--- src/hdl/afifo_consts.svh ---
`ifndef AFIFO_CONSTS_SVH
`define AFIFO_CONSTS_SVH

//////////////////////////////////////////////////
// Word and lane geometry
//////////////////////////////////////////////////
`define AFIFO_DSIZE 144                 // Full word width
`define AFIFO_LANE  (`AFIFO_DSIZE / 2)  // One bank lane, 72 bits

//////////////////////////////////////////////////
// Addressing
//////////////////////////////////////////////////
`define AFIFO_AW    9                   // Bank address width
`define AFIFO_DEPTH (1 << `AFIFO_AW)    // Words per bank, 512

`endif

--- src/hdl/afifo_pkg.sv ---
`default_nettype none

`include "afifo_consts.svh"

package afifo_pkg;

    typedef logic [`AFIFO_LANE-1:0] lane_t;   // One bank lane
    typedef logic [`AFIFO_AW-1:0]   addr_t;   // Bank address
    typedef logic [`AFIFO_AW:0]     ptr_t;    // Address plus wrap bit
    typedef logic [`AFIFO_AW-1:0]   count_t;  // Occupancy count

    typedef struct packed {
        lane_t hi;                            // Bits 143..72
        lane_t lo;                            // Bits 71..0
    } word_t;

    //////////////////////////////////////////////////
    // Gray code helpers, shared by both sides
    //////////////////////////////////////////////////
    function automatic ptr_t bin2gray(input ptr_t b);
        return b ^ (b >> 1);                  // Adjacent bit xor
    endfunction

    function automatic ptr_t gray2bin(input ptr_t g);
        ptr_t b;
        b[`AFIFO_AW] = g[`AFIFO_AW];          // MSB passes through
        for (int i = `AFIFO_AW - 1; i >= 0; i--) begin
            b[i] = b[i+1] ^ g[i];             // Running xor downward
        end
        return b;
    endfunction

endpackage

`default_nettype wire

--- src/hdl/afifo_rd_side.sv ---
`timescale 1ns/1ps
`default_nettype none

`include "afifo_consts.svh"

module afifo_rd_side (
    input  logic              rd_clk,
    input  logic              RST,
    input  logic              rd_en,
    input  afifo_pkg::ptr_t   wptr_gray,
    output afifo_pkg::addr_t  raddr,
    output afifo_pkg::ptr_t   rptr_gray,
    output logic              empty,
    output afifo_pkg::count_t rcount
);

    afifo_pkg::ptr_t rbin;                    // Binary read pointer
    afifo_pkg::ptr_t rbin_next;
    afifo_pkg::ptr_t rgray_next;
    afifo_pkg::ptr_t wq1;                     // Sync stage 1
    afifo_pkg::ptr_t wq2;                     // Sync stage 2
    afifo_pkg::ptr_t wbin_sync;               // Write pointer, read domain
    afifo_pkg::ptr_t avail_next;              // Words left after this edge
    logic            re;
    logic            empty_next;

    assign re         = rd_en & ~empty;       // No pop from an empty FIFO
    assign raddr      = rbin[`AFIFO_AW-1:0];  // Always the head word
    assign rbin_next  = rbin + afifo_pkg::ptr_t'(re);
    assign rgray_next = afifo_pkg::bin2gray(rbin_next);
    assign wbin_sync  = afifo_pkg::gray2bin(wq2);
    assign avail_next = wbin_sync - rbin_next;
    assign empty_next = (rgray_next == wq2);  // Caught up with the writer

    //////////////////////////////////////////////////
    // Write pointer synchronizer
    //////////////////////////////////////////////////
    always_ff @(posedge rd_clk or posedge RST) begin
        if (RST) begin
            wq1 <= '0;
            wq2 <= '0;
        end else begin
            wq1 <= wptr_gray;
            wq2 <= wq1;                       // Settled copy
        end
    end

    //////////////////////////////////////////////////
    // Pointers, empty and count
    //////////////////////////////////////////////////
    always_ff @(posedge rd_clk or posedge RST) begin
        if (RST) begin
            rbin      <= '0;
            rptr_gray <= '0;
            empty     <= 1'b1;                // Nothing to show after reset
            rcount    <= '0;
        end else begin
            rbin      <= rbin_next;
            rptr_gray <= rgray_next;
            empty     <= empty_next;
            if (empty_next) begin
                rcount <= '0;                 // Held at zero while empty
            end else if (avail_next[`AFIFO_AW]) begin
                rcount <= '1;                 // 512 does not fit in 9 bits
            end else begin
                rcount <= avail_next[`AFIFO_AW-1:0];
            end
        end
    end

endmodule

`default_nettype wire

--- config.mk ---
export PLATFORM = sky130hd
export DESIGN_NAME = afifo_rd_side
export DESIGN_NICKNAME = d
export VERILOG_FILES = /design/src/hdl/afifo_pkg.sv /design/src/hdl/afifo_rd_side.sv
export VERILOG_INCLUDE_DIRS = /design/src /design/src/hdl
export SDC_FILE = /design/constraint.sdc
export NUM_CORES = 1
export LEC_CHECK = 0
export ABC_AREA = 1
export CAP_MARGIN = 10
export CORE_MARGIN = 2
export CORE_UTILIZATION = 45
export DETAILED_ROUTE_END_ITERATION = 10
export DONT_BUFFER_PORTS = 1
export GPL_TIMING_DRIVEN = 0
export HOLD_SLACK_MARGIN = 0.1
export SLEW_MARGIN = 20
export SYNTH_ARGS = -nofsm -noshare
export SYNTH_HDL_FRONTEND = slang
export SYNTH_SLANG_ARGS = --single-unit
export TNS_END_PERCENT = 30
--- constraint.sdc ---
create_clock -name rd_clk -period 8.3 [get_ports rd_clk]
set_input_delay 1.66 -clock rd_clk [delete_from_list [all_inputs] [get_ports rd_clk]]
set_output_delay 1.66 -clock rd_clk [all_outputs]
set_load 0.02 [all_outputs]
==> results by group <==
GRT
  • Largest net degree at the start of global routing: 29
  • Vias in the first global route: roughly 1600
  • First-pass GRT wire length: just over 7000 um
  • Grt ovf: 0
  • Total GRT Usage: between 10% and 20%
  • Antenna violations before repair: 0

Logic synthesis
  • Yosys reg bits: 49
  • Largest area contributor in the netlist: dfrtp_1
  • Post-synth cell types: 26
  • Synthesized area: approximately 2500 um2
  • Primary FF master, synth: dfrtp_1
  • Syn_nets: 301
  • Count leader, synth: nand2_1
  • Synth async-reset ratio: 100%
  • Yosys top cell area share: about half
  • EDFF count, synth: 0
  • Register area share after synthesis: between 40% and 50%
  • Synth area leaders: dfrtp_1 (49%), nand2_1 (12%), inv_1 (6.5%)
  • Post-synth top cells: nand2_1 (80), dfrtp_1 (48), inv_1 (43), nand3_1 (29), xor2_1 (16)
  • Avg Inst Size Synth: 8.93 um2
  • Synth Instances: 276
  • YS warnings: 0

Power
  • VDD IR max: around 0.13 mV
  • Pwr Density: approximately 370 nW/um2
  • Leakage power: around 1.4 nW

STA
  • Setup TNS: 0 ps
  • Hold slack: roughly 350 ps
  • Measured slew at the worst slew-check pin: 621 ps
  • Final Hold Viols: 0
  • Skew final: 1.50 ps
  • Slew Viols, Final: 0
  • Max Freq: 219 MHz
  • Slew headroom: between 50% and 60%
  • RSZ-0062 raised after global routing: false
  • Finish-stage setup viols: 0
  • Fin crit period: 4570 ps
  • Final Cycle Share: ~55%

Floorplanning
  • DIE AREA: 6090 um2
  • CORE AREA: between 5000 and 6000 um2
  • Die Wd: a little under 80 um
  • Die outline height: 78.0 um
  • Initial Utilization: between 40% and 50%
  • Num rows: 26
  • Num ports: 42

Clocking
  • Worst-Skew Late Latency: ~300 ps
  • Total CTS buffers: 5
  • Clock slew seen by the registers of the worst setup and hold paths: approximately 80 ps
  • Longest Clk Path Bufs: 2
  • CTS Hold Bufs: 0
  • H-tree Lvls: 2
  • Post-CTS sizing: 0
  • Setup Buffers After CTS: 0
  • Clock Sinks: 49
  • Clock Tree Root: clkbuf_8
  • CTS tree: done

Route
  • Routed vias: 1696
  • WL/cell: around 12 um
  • Vias/cell: 4.78
  • DR iter-0 viols: just under 60
  • Total iterations of the first detailed-routing run: 4
  • Post-route ant nets: 0
  • Post-route DRC: 0
  • Final wirelength: between 4000 and 5000 um

Setup path
  • Worst EP required: between 8000 and 9000 ps
  • CP max FO: 9
  • Startpoint types: primary input
  • Crit Path Class: primary input to register
  • Crit end category: register
  • CP arrival: ~4800 ps

Job
  • Max_cap viols: 0

Placement
  • Port buffer count: 0
  • GPL Wtd Cong: 0.899
  • Detail Placement HPWL: approximately 3400 um

Cells and area
  • Syn-to-layout area delta: 7.87%
  • Share of cells above drive strength 1: under 10%
  • Final core occ: roughly half
  • N_diodes: 0
  • Fin nets: slightly above 300
  • FF+latch area: about 1200 um2
  • Fillers: around 520
  • Multi-input logic area: approximately 1100 um2

Run status
  • Status: complete, no violations

Min path
  • Hold/Removal Path Class: register to register
## metrics by stage
stage | setup slack, ps | area, um2 | instances | total power, mW
after floorplan | 3970 | 2460 | 276 | 0.760
after detailed placement | 3390 | 2570 | 347 | 0.849
after global routing | 3350 | 2660 | 355 | 1.07
after global placement | 3430 | 2550 | 346 | 0.844
after CTS | 3720 | 2660 | 355 | 0.989
final | 3730 | 2660 | 355 | 0.977
## metal layers
metal | global-route usage [%] | up-vias | part of all wire, %
met5 | 0 | - | 0
met4 | 7.19 | 0 | 1.7
met3 | 4.83 | 7 | 5.8
met2 | 23.6 | 44 | 45
met1 | 19.9 | 773 | 48
li1 | - | 872 | -
## report_power, final
part / internal, mW / switching, mW
sequential: 0.302 / 0.107
clock: 0.0582 / 0.0767
combinational: 0.160 / 0.273
total: 0.520 / 0.457
## logic make-up (layout without fill, tap and decap cells)
logic type / Yosys count / in the layout / share of synthesized area [%]
buf+inv: 45 / 54 / 6.90
xor+xnor: 23 / 23 / 9.09
simple gates: 134 / 134 / 24.8
fa+ha+maj: 12 / 12 / 6.40
compound gates: 13 / 13 / 2.99
flops: 49 / 49 / 49.8
## final timing paths
| path | startpoint | to | slack [ps] | depth (start not counted) |
|---|---|---|---|---|
| worst max-delay path | rd_en | rcount[4] | 3730 | 18 |
| worst min-delay path | wq1[1] | wq2[1] | 350 | 0 |
| worst max register to register | empty | rcount[4] | 4670 | 17 |
| worst min register to register | wq1[1] | wq2[1] | 350 | 0 |
| max in group asynchronous | RST | rbin[9] | 6560 | 2 |
| min in group asynchronous | RST | wq2[2] | 1250 | 1 |
## layout make-up
class / count / share of cell area (%)
Sequential cell: 49 / 46.2
Clock buffer: 5 / 2.59
Timing Repair Buffer: 1 / 0.753
Clock inverter: 3 / 0.659
Inverter: 44 / 6.21
Tap cell: 70 / 3.29
Buffer: 1 / 0.188
Multi-Input combinational cell: 182 / 40.1
## worst max-delay path, stage by stage
cell	delay, ps
inv_1	20
nor2_1	90
ha_1	260
ha_1	270
nand3_2	140
nor3_4	280
nand3_1	150
nand2_1	80
nand2_1	100
ha_1	350
inv_1	70
nor3_1	270
nand3_1	130
nand4_1	120
xor2_1	520
nand2_1	110
nand2_1	90
inv_1	50
## flip-flops by register name, summed over array words and instances, names as in the netlist
signal / flops
rptr_gray: 9
rbin: 10
empty: 1
rcount: 9
wq1: 10
wq2: 10
## cells in the final DEF (no fill, tap or decap), types with 2 or more instances in the layout
master	synthesis	layout
a21oi_1	8	8
clkbuf_8	0	5
clkinv_2	0	2
dfrtp_1	48	48
ha_1	11	11
inv_1	43	42
inv_2	1	2
nand2_1	80	80
nand3_1	29	29
nand3_2	2	2
nand4_1	4	4
nor2_1	9	9
nor2_2	2	2
nor3_1	3	3
nor3_2	2	2
o21ai_0	2	2
o21bai_1	2	2
xnor2_1	4	4
xor2_1	16	16
xor2_2	2	2
Power figures use the tool's default switching activity.
