## config.mk

```make
export PLATFORM = sky130hd
export DESIGN_NAME = afifo_wr_side
export DESIGN_NICKNAME = d
export VERILOG_FILES = /design/src/hdl/afifo_pkg.sv /design/src/hdl/afifo_wr_side.sv
export VERILOG_INCLUDE_DIRS = /design/src /design/src/hdl
export SDC_FILE = /design/constraint.sdc
export NUM_CORES = 1
export LEC_CHECK = 0
export ABC_AREA = 1
export BUFFER_PORTS_ARGS = -buffer_cell sky130_fd_sc_hd__buf_2
export CAP_MARGIN = 20
export CORE_MARGIN = 3
export CORE_UTILIZATION = 57
export CTS_BUF_LIST = sky130_fd_sc_hd__clkbuf_8
export CTS_CLUSTER_DIAMETER = 200
export DETAILED_ROUTE_END_ITERATION = 8
export GPL_TIMING_DRIVEN = 0
export PLACE_DENSITY = 0.82
export SLEW_MARGIN = 25
export SYNTH_ARGS = -nofsm -noshare
export SYNTH_HDL_FRONTEND = slang
export SYNTH_SLANG_ARGS = --single-unit
```

## constraint.sdc

```tcl
create_clock -name wr_clk -period 4 [get_ports wr_clk]
set_input_delay 0.2 -clock wr_clk [delete_from_list [all_inputs] [get_ports wr_clk]]
set_output_delay 0.2 -clock wr_clk [all_outputs]
set_load 0.005 [all_outputs]
```

## src/hdl/afifo_consts.svh

```systemverilog
`ifndef AFIFO_CONSTS_SVH
`define AFIFO_CONSTS_SVH

//////////////////////////////////////////////////
// Word and lane geometry
//////////////////////////////////////////////////
`define AFIFO_DSIZE 144                 // Full word width
`define AFIFO_LANE  (`AFIFO_DSIZE / 2)  // One bank lane, 72 bits

//////////////////////////////////////////////////
// Addressing
//////////////////////////////////////////////////
`define AFIFO_AW    9                   // Bank address width
`define AFIFO_DEPTH (1 << `AFIFO_AW)    // Words per bank, 512

`endif

```

## src/hdl/afifo_pkg.sv

```systemverilog
`default_nettype none

`include "afifo_consts.svh"

package afifo_pkg;

    typedef logic [`AFIFO_LANE-1:0] lane_t;   // One bank lane
    typedef logic [`AFIFO_AW-1:0]   addr_t;   // Bank address
    typedef logic [`AFIFO_AW:0]     ptr_t;    // Address plus wrap bit
    typedef logic [`AFIFO_AW-1:0]   count_t;  // Occupancy count

    typedef struct packed {
        lane_t hi;                            // Bits 143..72
        lane_t lo;                            // Bits 71..0
    } word_t;

    //////////////////////////////////////////////////
    // Gray code helpers, shared by both sides
    //////////////////////////////////////////////////
    function automatic ptr_t bin2gray(input ptr_t b);
        return b ^ (b >> 1);                  // Adjacent bit xor
    endfunction

    function automatic ptr_t gray2bin(input ptr_t g);
        ptr_t b;
        b[`AFIFO_AW] = g[`AFIFO_AW];          // MSB passes through
        for (int i = `AFIFO_AW - 1; i >= 0; i--) begin
            b[i] = b[i+1] ^ g[i];             // Running xor downward
        end
        return b;
    endfunction

endpackage

`default_nettype wire

```

## src/hdl/afifo_wr_side.sv

```systemverilog
`timescale 1ns/1ps
`default_nettype none

`include "afifo_consts.svh"

module afifo_wr_side (
    input  logic              wr_clk,
    input  logic              RST,
    input  logic              wr_en,
    input  afifo_pkg::ptr_t   rptr_gray,
    output logic              we,
    output afifo_pkg::addr_t  waddr,
    output afifo_pkg::ptr_t   wptr_gray,
    output logic              full,
    output afifo_pkg::count_t wcount
);

    afifo_pkg::ptr_t wbin;                    // Binary write pointer
    afifo_pkg::ptr_t wbin_next;
    afifo_pkg::ptr_t wgray_next;
    afifo_pkg::ptr_t rq1;                     // Sync stage 1
    afifo_pkg::ptr_t rq2;                     // Sync stage 2
    afifo_pkg::ptr_t rbin_sync;               // Read pointer, write domain
    afifo_pkg::ptr_t used_next;               // Occupancy after this edge
    logic            full_next;

    assign we         = wr_en & ~full;        // Drop writes while full
    assign waddr      = wbin[`AFIFO_AW-1:0];
    assign wbin_next  = wbin + afifo_pkg::ptr_t'(we);
    assign wgray_next = afifo_pkg::bin2gray(wbin_next);
    assign rbin_sync  = afifo_pkg::gray2bin(rq2);
    assign used_next  = wbin_next - rbin_sync; // Modulo 1024

    // Full when one lap ahead, top two Gray bits flipped
    assign full_next = (wgray_next == {~rq2[`AFIFO_AW -: 2], rq2[`AFIFO_AW-2:0]});

    //////////////////////////////////////////////////
    // Read pointer synchronizer
    //////////////////////////////////////////////////
    always_ff @(posedge wr_clk or posedge RST) begin
        if (RST) begin
            rq1 <= '0;
            rq2 <= '0;
        end else begin
            rq1 <= rptr_gray;                 // Gray, one bit moves at a time
            rq2 <= rq1;
        end
    end

    //////////////////////////////////////////////////
    // Pointers, full and count
    //////////////////////////////////////////////////
    always_ff @(posedge wr_clk or posedge RST) begin
        if (RST) begin
            wbin      <= '0;
            wptr_gray <= '0;
            full      <= 1'b0;
            wcount    <= '0;
        end else begin
            wbin      <= wbin_next;
            wptr_gray <= wgray_next;          // Registered for clean crossing
            full      <= full_next;
            // Saturate at 511 so count and flag move together
            wcount    <= full_next ? '1 : used_next[`AFIFO_AW-1:0];
        end
    end

endmodule

`default_nettype wire

```

==> metrics.md <==
| Metric | Value |
|---|---|
| Reg clk slew, reported paths | `0.07 ns` |
| Top cells by area, synth | `dfrtp_1 53%, nand2_1 11%, nand3_1 5.9%, inv_1 5.6%, ha_1 5.4%` |
| #FFs+latches synth | `49` |
| Clock skew | `0.00595 ns` |
| DRC | `0` |
| Crit share post-route | `88.3%` |
| Largest net degree at the start of global routing | `26` |
| Worst path max stage delay | `0.40 ns` |
| XOR/XNOR share of the synthesized area | `6.87%` |
| Cell mode on critical path | `nand2_1` |
| Yosys warning count | `0` |
| Pwr/cell area | `695 nW/µm²` |
| HPWL after detailed placement | `3320 µm` |
| Nets | `328` |
| Net Switching | `0.767 mW` |
| Synth-to-Final Area Change | `19.6%` |
| Largest family of logic cells by synthesized area | `simple AND/OR/NAND/NOR gates` |
| Period minus WS final | `3.53 ns` |
| Leak | `1.50 nW` |
| Vias per inst | `4.97` |
| Chip height | `69.5 µm` |
| Core area | `3770 µm²` |
| Reg power frac | `37.4%` |
| Area fraction of the dominant cell type after synthesis | `53.4%` |
| Synth Net Count | `271` |
| RSZ-0062 raised after global routing | `no` |
| Syn avg cell area | `9.30 µm²` |
| Clk pwr share | `13.3%` |
| Worst reg2reg setup slack | `0.47 ns` |
| Critical Path Fanout Max | `3` |
| Cell Int Power | `1.14 mW` |
| Combinational group share of total power | `49.2%` |
| Slew Viols, Final | `0` |
| Clock latency on the worst-skew pair | `0.29 ns` |
| ANT cells | `0` |
| Compound-Gate Fraction of Synth Area | `2.62%` |
| Outcome | `finished, final reports clean` |
| Row Count | `22` |
| Wire length per cell | `12.0 µm` |
| Setup tns final | `0 ns` |
| Final GP Congestion | `0.878` |
| Setup crit end kind | `flip-flop` |
| Final WL | `4220 µm` |
| Total track usage | `19.2%` |
| Sequential-to-total area share from yosys stat | `53.4%` |
| Cells after DPL | `338` |
| Share of cells above drive strength 1 | `23.4%` |
| GRT Residual Overflow | `0` |
| H-Tree Depth | `2` |
| Kind of critical path | `reg -> reg` |
| Post-synth top area cell | `dfrtp_1` |
| Element type at the critical path start | `flip-flop` |
| Utilization after layout | `72.8%` |
| Worst Hold Slack | `0.0164 ns` |
| Worst-margin pin slew | `0.537 ns` |
| CP max stage cell | `dfrtp_1` |
| HP Class | `in -> reg` |
| Antenna viol nets, final | `0` |
| Storage element area | `1230 µm²` |
| # setup viols final | `0` |
| Filler Cell Count | `279` |
| TritonCTS clock tree | `yes` |
| Switching Share | `40.2%` |
| Req. time, crit path | `4.17 ns` |
| Worst relative slew slack | `64.2%` |
| Syn Std Cell Area | `2300 µm²` |
| Mux contribution to synthesized area | `0%` |
| Achievable frequency | `283 MHz` |
| Die X | `69.5 µm` |
| Port Buf Inserts | `42` |
| Starting density of the core | `60.9%` |
| CTS buffer count | `5` |
| Sink Count | `49` |
| Arr. time, crit path | `3.70 ns` |
| Max Cap Viol | `0` |
| Post-Layout Cell Count | `351` |
| Via count | `1746` |
| Vias in the first global route | `1800` |
| Post-Synth Adder-Cell Area | `6.32%` |
| Post-Synth Simple-Gate Area | `24.4%` |
| Initial antenna violation count | `0` |
| Multi-input gate area | `931 µm²` |
| Cells after Synth | `247` |
| Die area | `4830 µm²` |
| Peak VDD IR | `0.000322 V` |
| CTS Root Cell | `clkbuf_8` |
| DR pass1 iterations | `4` |
| I/O pins | `43` |
| Final hold viol count | `0` |
| Total power | `1.91 mW` |
| First-pass GRT wire length | `7450 µm` |
| Clk buf depth | `2` |
| Yosys cell types | `24` |
| DRT iter0 DRCs | `55` |
==> final timing paths <==
path	end	from	cells past startpoint
worst max-delay path	wcount[8]$_DFF_PP0_	rq2[9]$_DFF_PP0_	28
worst min-delay path	rq1[5]$_DFF_PP0_	rptr_gray[5]	1
worst max register to register	wcount[8]$_DFF_PP0_	rq2[9]$_DFF_PP0_	28
worst min register to register	rq2[4]$_DFF_PP0_	rq1[4]$_DFF_PP0_	0
max in group asynchronous	wptr_gray[0]$_DFF_PP0_	RST	4
min in group asynchronous	rq2[7]$_DFF_PP0_	RST	3
==> layer usage <==
| layer | global-route usage [%] | vias to the layer above | wire length, µm |
|---|---|---|---|
| met3 | 4.64 | 8 | 188 |
| li1 | - | 880 | - |
| met1 | 23.1 | 812 | 1860 |
| met5 | 0 | - | 0 |
| met4 | 6.94 | 0 | 57 |
| met2 | 33.4 | 46 | 2110 |
==> stage by stage <==
step                      cell area (µm²)  worst slack [ns]
after floorplan                      2300             0.824
after global placement               2570             0.544
after detailed placement             2590             0.417
after CTS                            2680             0.391
after global routing                 2750           0.00463
final                                2750             0.470
==> sequential cells by signal, indices dropped and copies added, names as in the netlist <==
register and flops:
wptr_gray 9, rq1 10, wbin 10, wcount 9, full 1, rq2 10
==> cells in the mapped netlist, drive strengths merged <==
library cell and n:
nand3 28, a21oi 5, nor3 4, xor2 12, ha 10, nand4 4, o21ai 4, inv 39
xnor2 6, nor2 8, dfrtp 49, or2 1, fa 1, nand2 74, o21bai 2
==> what timing repair did <==
item,4_1_cts,5_1_grt
hold endpoints to repair,24,6
gates resized for setup,0,3
buffers inserted,0,0
setup endpoints to repair,0,1
hold buffers,1,6
==> area by class of cell <==
cell class	count	area share, %
flip-flops and latches	49	44.7
multi-input cells	159	33.9
repair buffers	50	11.2
inverters	39	5.33
clock buffers	5	2.51
well taps	48	2.19
clock inverters	1	0.182
==> layout by cell type, fill, tap and decap left out, drive strengths merged <==
cell / count
nor3: 4
nand4: 4
xnor2: 6
xor2: 12
ha: 10
nand2: 74
or2: 1
buf: 43
o21bai: 2
dfrtp: 49
nand3: 28
fa: 1
inv: 39
nor2: 8
clkinv: 1
a21oi: 5
dlygate4sd3: 7
clkbuf: 5
o21ai: 4
==> power groups by stage <==
stage | Clock, mW | Combinational [mW] | Sequential [mW]
after floorplan | 0 | 0.639 | 0.734
after global placement | 0 | 0.884 | 0.716
after detailed placement | 0 | 0.928 | 0.721
after CTS | 0.263 | 0.938 | 0.714
after global routing | 0.286 | 1.07 | 0.732
final | 0.254 | 0.939 | 0.714
==> logic make-up (layout without fill, tap and decap cells) <==
logic type	Yosys count	in the layout
AOI/OAI and AO/OA	11	11
xor gates and xnor gates	18	18
adders and majority gates	11	11
buffers and inverters	39	95
DFF	49	49
and+or+nand+nor	119	119
==> worst max-delay path, delay by kind of cell (launching register included) <==
family	cells	cell delay, ns
AND/OR/NAND/NOR	17	1.50
AO/OA/AOI/OAI	5	0.73
flip-flops	1	0.40
adder cells (fa/ha/maj)	2	0.39
buffers and inverters	3	0.26
XOR/XNOR	1	0.14
No activity file was read; power rests on OpenSTA's default activity.
